$ cat src/rtl/exec_cfg.svh
`ifndef EXEC_CFG_SVH
`define EXEC_CFG_SVH

// reservation station depth
`define EXEC_ENTRIES 4

// rob tag width, eight rob slots
`define EXEC_TAG_BITS 3

// integer data width
`define EXEC_XLEN 32

`endif

$ cat src/rtl/exec_pkg.sv
`default_nettype none

`include "exec_cfg.svh"

package exec_pkg;

	// funct3 encoding, slt/sltu slots reused for sra and sub
	typedef enum logic [2:0] {
		alu_add = 3'b000,
		alu_sll = 3'b001,
		alu_sra = 3'b010,
		alu_sub = 3'b011,
		alu_xor = 3'b100,
		alu_srl = 3'b101,
		alu_or  = 3'b110,
		alu_and = 3'b111
	} alu_op_e;

	// branch funct3 encoding
	typedef enum logic [2:0] {
		cmp_beq  = 3'b000,
		cmp_bne  = 3'b001,
		cmp_blt  = 3'b100,
		cmp_bge  = 3'b101,
		cmp_bltu = 3'b110,
		cmp_bgeu = 3'b111
	} cmp_op_e;

	// major opcodes handled by the integer cluster
	typedef enum logic [6:0] {
		op_lui   = 7'b0110111,
		op_auipc = 7'b0010111,
		op_jal   = 7'b1101111,
		op_jalr  = 7'b1100111,
		op_br    = 7'b1100011,
		op_imm   = 7'b0010011,
		op_reg   = 7'b0110011
	} opcode_e;

	// decoded instruction from dispatch
	// a busy source carries its producer tag in the low bits of the value
	typedef struct packed {
		logic [`EXEC_TAG_BITS-1:0] tag;
		opcode_e                   opcode;
		logic [2:0]                funct3;
		logic [6:0]                funct7;
		logic [`EXEC_XLEN-1:0]     pc;
		logic [`EXEC_XLEN-1:0]     i_imm;
		logic [`EXEC_XLEN-1:0]     u_imm;
		logic [`EXEC_XLEN-1:0]     j_imm;
		logic [`EXEC_XLEN-1:0]     b_imm;
		logic                      src1_busy;
		logic [`EXEC_XLEN-1:0]     src1_val;
		logic                      src2_busy;
		logic [`EXEC_XLEN-1:0]     src2_val;
	} disp_t;

	// one waiting instruction, operation already decoded
	typedef struct packed {
		logic                      valid;
		logic [`EXEC_TAG_BITS-1:0] tag;
		alu_op_e                   alu_op;
		cmp_op_e                   cmp_op;
		logic                      use_cmp;
		logic                      op1_busy;
		logic [`EXEC_XLEN-1:0]     op1_val;
		logic                      op2_busy;
		logic [`EXEC_XLEN-1:0]     op2_val;
	} rs_entry_t;

	typedef struct packed {
		logic                      valid;
		logic [`EXEC_TAG_BITS-1:0] tag;
		logic [`EXEC_XLEN-1:0]     data;
	} bcast_t;

	typedef struct packed {
		logic [`EXEC_TAG_BITS-1:0] tag;
		logic [`EXEC_XLEN-1:0]     data;
		logic                      cmp_taken;
	} result_t;

	typedef struct packed {
		logic                      valid;
		logic [`EXEC_TAG_BITS-1:0] head_tag;
		logic [`EXEC_TAG_BITS-1:0] flush_tag;
	} flush_t;

	// live window runs from head_tag up to flush_tag, flush_tag excluded
	// equal tags mean an empty window
	function automatic logic tag_live(input logic [`EXEC_TAG_BITS-1:0] tag,
			input flush_t f);
		if (f.head_tag <= f.flush_tag) begin
			return (tag >= f.head_tag) && (tag < f.flush_tag);
		end
		// window wraps past the top tag
		return (tag >= f.head_tag) || (tag < f.flush_tag);
	endfunction

endpackage

`default_nettype wire

$ cat src/rtl/reservation_station.sv
`timescale 1ns/10ps
`default_nettype none

`include "exec_cfg.svh"

module reservation_station (
	input  logic                        clk,
	input  logic                        rst,
	input  exec_pkg::disp_t             disp,
	input  logic                        alloc_fire,
	input  exec_pkg::bcast_t            own_bcast,
	input  exec_pkg::bcast_t            ext_bcast,
	input  exec_pkg::flush_t            flush,
	input  logic                        issue_take,
	output exec_pkg::rs_entry_t         issue_entry,
	output logic                        issue_valid,
	output logic                        issue_fire,
	output logic [`EXEC_TAG_BITS-1:0]   kill_count
);

	localparam int IW = $clog2(`EXEC_ENTRIES);
	localparam int TW = `EXEC_TAG_BITS;

	exec_pkg::rs_entry_t entries     [`EXEC_ENTRIES];
	exec_pkg::rs_entry_t entries_nxt [`EXEC_ENTRIES];
	exec_pkg::rs_entry_t alloc_entry;
	logic [IW-1:0]       alloc_idx;
	logic [IW-1:0]       sel_idx;

	// operand snoop returning {busy, value}
	// a busy operand holds the producer tag in its low bits
	function automatic logic [`EXEC_XLEN:0] wake(input logic busy,
			input logic [`EXEC_XLEN-1:0] val,
			input exec_pkg::bcast_t own,
			input exec_pkg::bcast_t ext);
		logic [`EXEC_TAG_BITS-1:0] ptag;
		ptag = val[`EXEC_TAG_BITS-1:0];
		if (busy && own.valid && own.tag == ptag) begin
			return {1'b0, own.data};
		end
		if (busy && ext.valid && ext.tag == ptag) begin
			return {1'b0, ext.data};
		end
		return {busy, val};
	endfunction

	// opcode class picks alu or compare op and the operand sources
	function automatic exec_pkg::rs_entry_t decode(input exec_pkg::disp_t d);
		exec_pkg::rs_entry_t e;
		e.valid    = 1'b1;
		e.tag      = d.tag;
		e.alu_op   = exec_pkg::alu_op_e'(d.funct3);
		e.cmp_op   = exec_pkg::cmp_op_e'(d.funct3);
		e.use_cmp  = 1'b0;
		// register sources by default
		e.op1_busy = d.src1_busy;
		e.op1_val  = d.src1_val;
		e.op2_busy = d.src2_busy;
		e.op2_val  = d.src2_val;
		case (d.opcode)
			exec_pkg::op_jal: begin
				// jump target pc + j_imm
				e.alu_op   = exec_pkg::alu_add;
				e.op1_busy = 1'b0;
				e.op1_val  = d.pc;
				e.op2_busy = 1'b0;
				e.op2_val  = d.j_imm;
			end
			exec_pkg::op_jalr: begin
				e.alu_op   = exec_pkg::alu_add;
				e.op2_busy = 1'b0;
				e.op2_val  = d.i_imm;
			end
			exec_pkg::op_br: begin
				e.use_cmp = 1'b1;
			end
			exec_pkg::op_lui: begin
				e.alu_op   = exec_pkg::alu_add;
				e.op1_busy = 1'b0;
				e.op1_val  = d.u_imm;
				e.op2_busy = 1'b0;
				e.op2_val  = '0;
			end
			exec_pkg::op_auipc: begin
				e.alu_op   = exec_pkg::alu_add;
				e.op1_busy = 1'b0;
				e.op1_val  = d.pc;
				e.op2_busy = 1'b0;
				e.op2_val  = d.u_imm;
			end
			exec_pkg::op_reg, exec_pkg::op_imm: begin
				if (d.opcode == exec_pkg::op_imm) begin
					e.op2_busy = 1'b0;
					e.op2_val  = d.i_imm;
				end
				case (d.funct3)
					3'b000: begin
						// addi never subtracts
						if (d.opcode == exec_pkg::op_reg && d.funct7[5])
							e.alu_op = exec_pkg::alu_sub;
						else
							e.alu_op = exec_pkg::alu_add;
					end
					// slt and sltu go through the comparator
					3'b010: begin
						e.use_cmp = 1'b1;
						e.cmp_op  = exec_pkg::cmp_blt;
					end
					3'b011: begin
						e.use_cmp = 1'b1;
						e.cmp_op  = exec_pkg::cmp_bltu;
					end
					3'b101: begin
						e.alu_op = d.funct7[5] ? exec_pkg::alu_sra : exec_pkg::alu_srl;
					end
					default: ;
				endcase
			end
			default: ;
		endcase
		return e;
	endfunction

	// new entry also snoops broadcasts of the dispatch cycle
	always_comb begin
		alloc_entry = decode(disp);
		{alloc_entry.op1_busy, alloc_entry.op1_val} =
			wake(alloc_entry.op1_busy, alloc_entry.op1_val, own_bcast, ext_bcast);
		{alloc_entry.op2_busy, alloc_entry.op2_val} =
			wake(alloc_entry.op2_busy, alloc_entry.op2_val, own_bcast, ext_bcast);
	end

	// lowest free slot and lowest ready slot
	// scanning downwards lets the low index win
	always_comb begin
		alloc_idx   = '0;
		sel_idx     = '0;
		issue_valid = 1'b0;
		for (int i = `EXEC_ENTRIES - 1; i >= 0; i--) begin
			if (!entries[i].valid)
				alloc_idx = IW'(i);
			if (entries[i].valid && !entries[i].op1_busy && !entries[i].op2_busy) begin
				sel_idx     = IW'(i);
				issue_valid = 1'b1;
			end
		end
	end

	assign issue_entry = entries[sel_idx];
	// flush cycle drops the issue
	assign issue_fire  = issue_valid && issue_take && !flush.valid;

	always_comb begin
		kill_count = '0;
		for (int i = 0; i < `EXEC_ENTRIES; i++) begin
			entries_nxt[i] = entries[i];
			{entries_nxt[i].op1_busy, entries_nxt[i].op1_val} =
				wake(entries[i].op1_busy, entries[i].op1_val, own_bcast, ext_bcast);
			{entries_nxt[i].op2_busy, entries_nxt[i].op2_val} =
				wake(entries[i].op2_busy, entries[i].op2_val, own_bcast, ext_bcast);
		end
		if (flush.valid) begin
			// squash everything outside the live window
			for (int i = 0; i < `EXEC_ENTRIES; i++) begin
				if (entries[i].valid && !exec_pkg::tag_live(entries[i].tag, flush)) begin
					entries_nxt[i].valid = 1'b0;
					kill_count = kill_count + TW'(1);
				end
			end
		end else begin
			if (issue_fire)
				entries_nxt[sel_idx].valid = 1'b0;
			// free slot never equals the issued one
			if (alloc_fire)
				entries_nxt[alloc_idx] = alloc_entry;
		end
	end

	always_ff @(posedge clk) begin
		if (rst) begin
			for (int i = 0; i < `EXEC_ENTRIES; i++)
				entries[i].valid <= 1'b0;
		end else begin
			entries <= entries_nxt;
		end
	end

endmodule

`default_nettype wire

$ cat src/rtl/rs_free_counter.sv
`timescale 1ns/10ps
`default_nettype none

`include "exec_cfg.svh"

module rs_free_counter (
	input  logic                      clk,
	input  logic                      rst,
	input  logic                      alloc_fire,
	input  logic                      issue_fire,
	input  logic [`EXEC_TAG_BITS-1:0] kill_count,
	output logic                      disp_ready
);

	// wide enough to hold the full entry count
	localparam int CW = $clog2(`EXEC_ENTRIES + 1);

	logic [CW-1:0] free_cnt;
	logic [CW-1:0] free_nxt;

	always_comb begin
		// flushed entries come back in one step
		free_nxt = free_cnt + CW'(kill_count);
		if (alloc_fire)
			free_nxt = free_nxt - CW'(1);
		if (issue_fire)
			free_nxt = free_nxt + CW'(1);
	end

	always_ff @(posedge clk) begin
		if (rst)
			free_cnt <= CW'(`EXEC_ENTRIES);
		else
			free_cnt <= free_nxt;
	end

	assign disp_ready = (free_cnt != '0);

endmodule

`default_nettype wire

$ cat src/rtl/int_alu.sv
`timescale 1ns/10ps
`default_nettype none

`include "exec_cfg.svh"

module int_alu (
	input  exec_pkg::rs_entry_t entry,
	output exec_pkg::result_t   result
);

	logic [`EXEC_XLEN-1:0] a;
	logic [`EXEC_XLEN-1:0] b;
	logic [4:0]            shamt;
	logic [`EXEC_XLEN-1:0] alu_out;
	logic                  cmp_out;

	assign a     = entry.op1_val;
	assign b     = entry.op2_val;
	// rv32 shifts use the low five bits only
	assign shamt = b[4:0];

	always_comb begin
		case (entry.alu_op)
			exec_pkg::alu_add: alu_out = a + b;
			exec_pkg::alu_sll: alu_out = a << shamt;
			exec_pkg::alu_sra: alu_out = $unsigned($signed(a) >>> shamt);
			exec_pkg::alu_sub: alu_out = a - b;
			exec_pkg::alu_xor: alu_out = a ^ b;
			exec_pkg::alu_srl: alu_out = a >> shamt;
			exec_pkg::alu_or:  alu_out = a | b;
			exec_pkg::alu_and: alu_out = a & b;
			default:           alu_out = '0;
		endcase
	end

	always_comb begin
		case (entry.cmp_op)
			exec_pkg::cmp_beq:  cmp_out = (a == b);
			exec_pkg::cmp_bne:  cmp_out = (a != b);
			exec_pkg::cmp_blt:  cmp_out = ($signed(a) < $signed(b));
			exec_pkg::cmp_bge:  cmp_out = ($signed(a) >= $signed(b));
			exec_pkg::cmp_bltu: cmp_out = (a < b);
			exec_pkg::cmp_bgeu: cmp_out = (a >= b);
			// funct3 010/011 are not branches
			default:            cmp_out = 1'b0;
		endcase
	end

	// compare ops return the bit both as data (slt) and as taken (branch)
	assign result.tag       = entry.tag;
	assign result.data      = entry.use_cmp ? {{(`EXEC_XLEN - 1){1'b0}}, cmp_out} : alu_out;
	assign result.cmp_taken = entry.use_cmp && cmp_out;

endmodule

`default_nettype wire

$ cat src/rtl/result_ctrl.sv
`timescale 1ns/10ps
`default_nettype none

module result_ctrl (
	input  logic                clk,
	input  logic                rst,
	input  logic                issue_valid,
	input  exec_pkg::result_t   alu_result,
	input  exec_pkg::flush_t    flush,
	input  logic                res_ready,
	output logic                issue_take,
	output exec_pkg::result_t   res,
	output logic                res_valid,
	output exec_pkg::bcast_t    own_bcast
);

	typedef enum logic {
		EMPTY = 1'b0,
		HELD  = 1'b1
	} state_e;

	state_e state;
	state_e state_nxt;
	logic   xfer;
	logic   load;

	assign res_valid  = (state == HELD);
	assign xfer       = res_valid && res_ready;
	// room when empty or when the held value leaves this cycle
	assign issue_take = (state == EMPTY) || res_ready;
	// no new result enters on a flush cycle
	assign load       = issue_valid && issue_take && !flush.valid;

	always_comb begin
		state_nxt = state;
		if (xfer)
			state_nxt = EMPTY;
		if (load)
			state_nxt = HELD;
		// held result outside the window is dropped
		if (flush.valid && state == HELD && !exec_pkg::tag_live(res.tag, flush))
			state_nxt = EMPTY;
	end

	always_ff @(posedge clk) begin
		if (rst)
			state <= EMPTY;
		else
			state <= state_nxt;
	end

	// payload only moves on load, stays put under back-pressure
	always_ff @(posedge clk) begin
		if (load)
			res <= alu_result;
	end

	// every accepted result doubles as the local wakeup broadcast
	assign own_bcast.valid = xfer;
	assign own_bcast.tag   = res.tag;
	assign own_bcast.data  = res.data;

endmodule

`default_nettype wire

$ cat src/rtl/int_exec_unit.sv
`timescale 1ns/10ps
`default_nettype none

`include "exec_cfg.svh"

module int_exec_unit (
	input  logic              clk,
	input  logic              rst,
	input  exec_pkg::disp_t   disp,
	input  logic              disp_valid,
	output logic              disp_ready,
	input  exec_pkg::bcast_t  ext_bcast,
	input  exec_pkg::flush_t  flush,
	output exec_pkg::result_t res,
	output logic              res_valid,
	input  logic              res_ready
);

	exec_pkg::rs_entry_t       issue_entry;
	exec_pkg::result_t         alu_result;
	exec_pkg::bcast_t          own_bcast;
	logic                      issue_valid;
	logic                      issue_take;
	logic                      issue_fire;
	logic                      alloc_fire;
	logic [`EXEC_TAG_BITS-1:0] kill_count;

	// dispatch handshake, discarded when a flush lands in the same cycle
	assign alloc_fire = disp_valid && disp_ready && !flush.valid;

	reservation_station u_reservation_station (
		.clk         (clk),
		.rst         (rst),
		.disp        (disp),
		.alloc_fire  (alloc_fire),
		.own_bcast   (own_bcast),
		.ext_bcast   (ext_bcast),
		.flush       (flush),
		.issue_take  (issue_take),
		.issue_entry (issue_entry),
		.issue_valid (issue_valid),
		.issue_fire  (issue_fire),
		.kill_count  (kill_count)
	);

	rs_free_counter u_rs_free_counter (
		.clk        (clk),
		.rst        (rst),
		.alloc_fire (alloc_fire),
		.issue_fire (issue_fire),
		.kill_count (kill_count),
		.disp_ready (disp_ready)
	);

	int_alu u_int_alu (
		.entry  (issue_entry),
		.result (alu_result)
	);

	result_ctrl u_result_ctrl (
		.clk         (clk),
		.rst         (rst),
		.issue_valid (issue_valid),
		.alu_result  (alu_result),
		.flush       (flush),
		.res_ready   (res_ready),
		.issue_take  (issue_take),
		.res         (res),
		.res_valid   (res_valid),
		.own_bcast   (own_bcast)
	);

endmodule

`default_nettype wire

$ cat config.mk
export PLATFORM = sky130hd
export DESIGN_NAME = int_exec_unit
export DESIGN_NICKNAME = d
export VERILOG_FILES = /design/src/rtl/exec_pkg.sv /design/src/rtl/reservation_station.sv /design/src/rtl/rs_free_counter.sv /design/src/rtl/int_alu.sv /design/src/rtl/result_ctrl.sv /design/src/rtl/int_exec_unit.sv
export VERILOG_INCLUDE_DIRS = /design/src /design/src/rtl
export SDC_FILE = /design/constraint.sdc
export NUM_CORES = 2
export LEC_CHECK = 0
export ABC_CLOCK_PERIOD_IN_PS = 15600
export CAP_MARGIN = 20
export CORE_MARGIN = 8
export CORE_UTILIZATION = 40
export CTS_CLUSTER_SIZE = 40
export DETAILED_ROUTE_END_ITERATION = 7
export DONT_BUFFER_PORTS = 1
export PLACE_DENSITY = 0.55
export SLEW_MARGIN = 20
export SYNTH_ARGS = -nofsm -noshare
export SYNTH_HDL_FRONTEND = slang
export SYNTH_SLANG_ARGS = --single-unit
$ cat constraint.sdc
create_clock -name clk -period 15.6 [get_ports clk]
set_clock_uncertainty 0.05 [all_clocks]
set_input_delay 0 -clock clk [delete_from_list [all_inputs] [get_ports clk]]
set_output_delay 0 -clock clk [all_outputs]
set_load 0.01 [all_outputs]
=== Word level (Yosys, flattened, before mapping) ===
Index checks and enable logic that the tools add are counted.

* Register bits after elaboration: 348
* Input port bits: 293
* Output and inout bits: 38
* Logic and storage cells: 373

* Add/sub/neg operators: 8
* Magnitude comparators: 19
* Equal/unequal tests: 48
* Shifts and indexed selects: 3
* Multiplexer cells: 147
* Bitwise operators: 8
* Reduce and logical (&&, ||, !) cells: 98

{| class="wikitable"
|+ Operator list
! kind !! number
|-
| $mux W33 || 41
|-
| $mux W308 || 3
|-
| $bwmux W308 || 2
|-
| $demux W77 S2 || 2
|-
| $mux W66 || 4
|-
| $pmux W32 S8 || 1
|-
| $pmux W33 S5 || 1
|-
| $bmux W77 S2 || 1
|-
| $mux W77 || 2
|-
| $mux W76 || 2
|-
| $logic_and A1 B1 Y1 || 68
|-
| $pmux W33 S2 || 1
|-
| $ge A32 B32 Y1 || 2
|-
| $lt A32 B32 Y1 || 2
|-
| $mux W1 || 62
|-
| $eq A3 B3 Y1 || 20
|-
| $mux W3 || 11
|-
| $add A32 B32 Y32 || 1
|-
| $and A32 B32 Y32 || 1
|-
| $eq A32 B32 Y1 || 1
|-
| $ne A32 B32 Y1 || 1
|-
| $or A32 B32 Y32 || 1
|-
| $shl A32 B5 Y32 || 1
|-
| $shr A32 B5 Y32 || 1
|-
| other kinds (33) || 99
|}

=== Logic depth before layout (Yosys ltp) ===
* Word-level depth: 23
* Gate-level depth with buffers: 22
* Mapped depth without buffers: 22

=== By module ===
From an unflattened synthesis, not the netlist that was laid out.

* Cells, all modules: 3830
* Area total of the unflattened synthesis: 33901.3 um^2

{| class="wikitable"
|+ Modules (own cells, without submodules)
! module !! times used !! cells each !! area each (um^2) !! seq. area each (um^2)
|-
| reservation_station || 1 || 2324 || 22888.2 || 9208.8
|-
| int_alu || 1 || 1373 || 9132.5 || 0.0
|-
| result_ctrl || 1 || 105 || 1606.5 || 1101.1
|-
| rs_free_counter || 1 || 27 || 265.3 || 60.1
|-
| int_exec_unit || 1 || 1 || 8.8 || 0.0
|}

=== Worst setup path before layout ===
No wires, ideal clock.

* Path kind: input port to flip-flop
* Start point: input rst
* End point: register u_result_ctrl.state (netlist: u_result_ctrl.res_valid)
* Arrival time: 5944 ps
* Slack: 9508 ps
* Cell stages on the path: 3
* Cell sequence: inv_1 -> o21ai_0 -> a31oi_1

* Longest elaborated chain between the ends: 1

{| class="wikitable"
|+ RTL lines
! what !! RTL line !! source
|-
| from (decl) || int_exec_unit.sv:8 || <nowiki>input logic rst,</nowiki>
|-
| $reduce_or A2 Y1 (no source line) || - ||
|-
| to (signal assigned) || result_ctrl.sv:49 || <nowiki>state <= state_nxt;</nowiki>
|-
| to (decl) || result_ctrl.sv:22 || <nowiki>state_e state;</nowiki>
|}

No other way between the ends.
A chain may end at the register's enable or synchronous reset.

=== Final worst setup path ===
* Start point: register u_reservation_station.entries[142] (netlist bit)
* End point: register, netlist name u_result_ctrl.own_bcast[28]

* Longest elaborated chain between the ends: 12
* Elaborated cells on any way between the ends: 27

{| class="wikitable"
|+ RTL lines
! what !! RTL line !! source
|-
| from (decl) || reservation_station.sv:24 || <nowiki>exec_pkg::rs_entry_t entries [`EXEC_ENTRIES];</nowiki>
|-
| from (signal assigned) || reservation_station.sv:184 || <nowiki>entries <= entries_nxt;</nowiki>
|-
| $logic_not A1 Y1 * || reservation_station.sv:142 || <nowiki>if (entries[i].valid && !entries[i].op1_busy && !entries[i].op2_busy) begin</nowiki>
|-
| $logic_and A1 B1 Y1 * (2 in a row) || reservation_station.sv:142 ||
|-
| $mux W2 * (3 in a row) || reservation_station.sv:142 ||
|-
| $not A2 Y3 (not written as such) * || reservation_station.sv:149 || <nowiki>assign issue_entry = entries[sel_idx];</nowiki>
|-
| $bmux W77 S2 * || reservation_station.sv:149 ||
|-
| $mux W76 (not written as such) * (2 in a row) || reservation_station.sv:149 ||
|-
| $sub A32 B32 Y32, or another cell as far along || int_alu.sv:27 || <nowiki>exec_pkg::alu_sub: alu_out = a - b;</nowiki>
|-
| $pmux W32 S8 || int_alu.sv:23 || <nowiki>case (entry.alu_op)</nowiki>
|}

Mark *: on every way between the ends. The rest lies on a longest branch, timed or not. The select of a mux whose other input is x is not followed.

==> flow_summary.json <==
{
  "final_antenna_net_count": 0,
  "power_mw": 3.42,
  "dieArea_um2": 97200,
  "hpwl_mm": 109,
  "crit_family": "compound AO/OA/AOI/OAI gates",
  "path_class": "flop to flop",
  "crit_path_start_kind": "flop",
  "hold_class": "input port to flop",
  "rows": 108,
  "ys_seq_area_share_pct": 29.6,
  "cp_num_buf_inv": 4,
  "io_buffers": 0,
  "period_share_pct": 47.5,
  "gr-usage-met1_pct": 43.4,
  "status": "finished with violations",
  "fin_crit_ns": 7.40,
  "fillers": 8837,
  "max_stage_delay_ns": 0.89,
  "cts_resized": 0,
  "cp_slowest_cell": "o41ai_1",
  "io_pins": 331,
  "drv_cap": 0,
  "worst-endpoint-arrival_ns": 7.65,
  "ir_worst_vdd_mv": 0.0670,
  "syn-num-nets": 4883,
  "path_cells": "buf_4 -> nor3b_4 -> buf_4 -> nand2_1 -> buf_4 -> o22ai_1 -> nor2_1 -> o21a_1 -> ha_1 -> nor3b_1 -> a211oi_1 -> o21ai_0 -> a2111oi_2 -> buf_4 -> o41ai_1 -> nand3_1 -> nand2_1 -> a31oi_1 -> mux2i_1 -> a41oi_1",
  "synth_flop_cell": "edfxtp_1",
  "insertion_delay_ns": 0.60,
  "cts_buffer_depth": 3,
  "cts-root-buf": "clkbuf_16",
  "nets": 4676,
  "path_max_fanout": 23,
  "via_per_inst": 6.52,
  "hold_viol_final": 0,
  "clock-sinks": 348,
  "worst_ep_required_time_ns": 15.85,
  "globalplace.congestion": 1.01,
  "violations": "DRC",
  "die_y_um": 312,
  "yosysWarnings": 0,
  "path_clk_slew_ns": 0.06,
  "track_usage_pct": 30.8,
  "total_leakage_power_nw": 12.9,
  "syn_area_um2": 35000,
  "drive_above_1_share_pct": 7.75,
  "postSynth.asyncResetShare_pct": 0,
  "fmax_mhz": 135,
  "dieWidth_um": 312,
  "slew_headroom_pct": 19.1,
  "setup_tns_ns": 0,
  "tritoncts": "done",
  "cts_setup_buffers": 0,
  "report.final.slew_viol_count": 0,
  "fp.coreArea_um2": 86800,
  "synth.distinct_cells": 112,
  "htreeDepth": 2,
  "routedWlPerCell_um": 29.4,
  "synth_edf_count": 340,
  "grt_max_degree": 155,
  "avgSynthCellArea_um2": 7.85,
  "route.detailed.drc": 15,
  "drt-pass1-iter-count": 8,
  "first_iter_violations": 5221,
  "powerDensity_nw_per_um2": 90.2,
  "antenna_found_initial": 11,
  "cts_buffers": 43,
  "area_growth_pct": 8.32,
  "end_kind": "flop",
  "tightest_slew_ns": 1.21,
  "start_util_pct": 40.3,
  "busiest_layer": "met2",
  "vias": 35500,
  "rsz0062_at_grt": "false",
  "grt_pass1_vias": 32500,
  "synth_cells": 4456,
  "routed_wirelength_mm": 160,
  "grt_use_met3_pct": 6.20,
  "grt-ovfl-total": 0,
  "setup-violations-final": 0,
  "synth-seq-cells": 348,
  "use_met2_pct": 46.7,
  "grt_first_pass_wirelength_mm": 230,
  "path_common_cell": "buf_4"
}
[routing by layer]
layer	wire length, um	vias to the layer above
met5	68	-
met4	6110	10
met3	17700	341
met2	69100	2136
met1	67400	17000
li1	-	16000
[sequential cells by signal (all words and copies together), names as in the netlist]
| register | count |
|---|---|
| u_rs_free_counter.free_cnt | 3 |
| u_result_ctrl.own_bcast | 35 |
| u_result_ctrl.res | 1 |
| u_result_ctrl.res_valid | 1 |
| u_reservation_station.entries | 308 |
[worst paths after layout]
path	start	endpoint	slack, ns	depth (start not counted)
worst max-delay path	u_reservation_station.entries[142]	u_result_ctrl.own_bcast[28]	8.20	20
worst min-delay path	disp[28]	u_reservation_station.entries[28]	0.02	5
worst max register to register	u_reservation_station.entries[142]	u_result_ctrl.own_bcast[28]	8.20	20
worst min register to register	u_result_ctrl.res_valid	u_result_ctrl.res_valid	0.55	1
[power breakdown]
part / switching [mW] / internal, mW / leakage, nW
combinational: 0.808 / 0.410 / 8.97
clock: 0.452 / 0.569 / 0.666
sequential: 0.0594 / 1.12 / 3.30
total: 1.32 / 2.10 / 12.9
[tightest hold or removal path, stage by stage]
cell and delay, ns:
nand2_1 0.03, and3_1 0.23, o31ai_4 0.09, nand2_1 0.06, o21ai_0 0.07
[through the flow]
step	worst slack [ns]	cell area [um^2]	util, %	hold slack [ns]	std cells
after floorplan	9.51	35000	-	0.0562	4456
after global routing	8.04	37900	43.7	0.0575	5441
after global placement	8.49	35600	41.1	0.0265	5271
after detailed placement	8.52	35600	41.1	0.0258	5271
final	8.20	37900	43.7	0.0170	5445
after CTS	8.50	37900	43.7	0.000840	5438
[synthesized netlist by cell type (12+ instances only)]
| master | number | area, um^2 |
|---|---|---|
| buf_2 | 56 | 280 |
| a221oi_1 | 16 | 140 |
| o31ai_1 | 50 | 375 |
| o21bai_1 | 12 | 90.1 |
| or3_1 | 17 | 106 |
| o21ai_0 | 390 | 1950 |
| edfxtp_1 | 340 | 10200 |
| nor2_1 | 535 | 2010 |
| o21ai_1 | 53 | 265 |
| a21o_1 | 34 | 255 |
| a222oi_1 | 35 | 350 |
| and2_1 | 25 | 156 |
| a21oi_1 | 452 | 2260 |
| a2bb2oi_2 | 19 | 285 |
| clkbuf_1 | 275 | 1030 |
| a22o_1 | 34 | 298 |
| mux2i_1 | 287 | 2870 |
| ha_1 | 131 | 1640 |
| or4b_2 | 23 | 230 |
| o311ai_0 | 23 | 201 |
| a2bb2oi_1 | 13 | 114 |
| xnor2_1 | 52 | 455 |
| o21a_1 | 37 | 278 |
| and3_1 | 39 | 244 |
| a221o_1 | 13 | 130 |
| nor3_1 | 59 | 295 |
| o22ai_1 | 46 | 288 |
| a31oi_1 | 21 | 131 |
| a211oi_1 | 50 | 375 |
| nor4_1 | 14 | 87.6 |
| nand2b_1 | 21 | 131 |
| nand2_1 | 528 | 1980 |
| nand3_1 | 137 | 686 |
| o221ai_1 | 23 | 201 |
| buf_1 | 94 | 353 |
| o211ai_1 | 53 | 398 |
| xor2_1 | 52 | 455 |
| inv_1 | 116 | 435 |
| o31ai_2 | 21 | 263 |
[timing repair]
| item | in CTS | in global routing |
|---|---|---|
| hold buffers | 88 | 0 |
| setup endpoints to repair | 0 | 0 |
| hold endpoints to repair | 462 | 0 |
[kinds of logic (layout without fill, tap and decap cells)]
| group | after synthesis | count (layout) | synth area share (%) |
|---|---|---|---|
| compound gates | 1536 | 1536 | 28.8 |
| simple gates | 1477 | 1477 | 18.9 |
| buf+inv | 554 | 381 | 6.31 |
| flops | 348 | 348 | 29.6 |
| mux | 302 | 302 | 8.82 |
| fa+ha+maj | 135 | 135 | 4.89 |
| xor+xnor | 104 | 104 | 2.60 |
| other cells | 0 | 7 | 0 |
[cell type report]
type	instances	area (um^2)	area share, %
Antenna cell	7	17.5	0.0462
Clock buffer	51	1130	2.98
Clock inverter	28	243	0.641
Inverter	120	460	1.22
Multi-Input combinational cell	3554	22600	59.7
Sequential cell	348	10400	27.4
Tap cell	1155	1450	3.81
Timing Repair Buffer	182	1600	4.22
[cells in the final DEF (no fill, tap or decap), types with 22 or more instances in the layout]
master / n
nor3_2: 25
edfxtp_1: 340
o21ai_1: 53
nand3_1: 137
nand2_1: 528
a21o_1: 34
buf_4: 93
o211ai_1: 53
or4b_2: 23
o31ai_2: 22
o31ai_1: 49
nor3_1: 40
a21oi_1: 451
o21ai_0: 390
xnor2_1: 52
xor2_1: 52
o21a_1: 37
inv_1: 112
dlygate4sd3_1: 88
mux2i_1: 287
o22ai_1: 46
and2_1: 24
ha_1: 131
o221ai_1: 23
a222oi_1: 35
a211oi_1: 50
nor2_1: 531
and3_1: 39
a22o_1: 34
o311ai_0: 23
clkbuf_16: 44
Power figures use the tool's default switching activity.
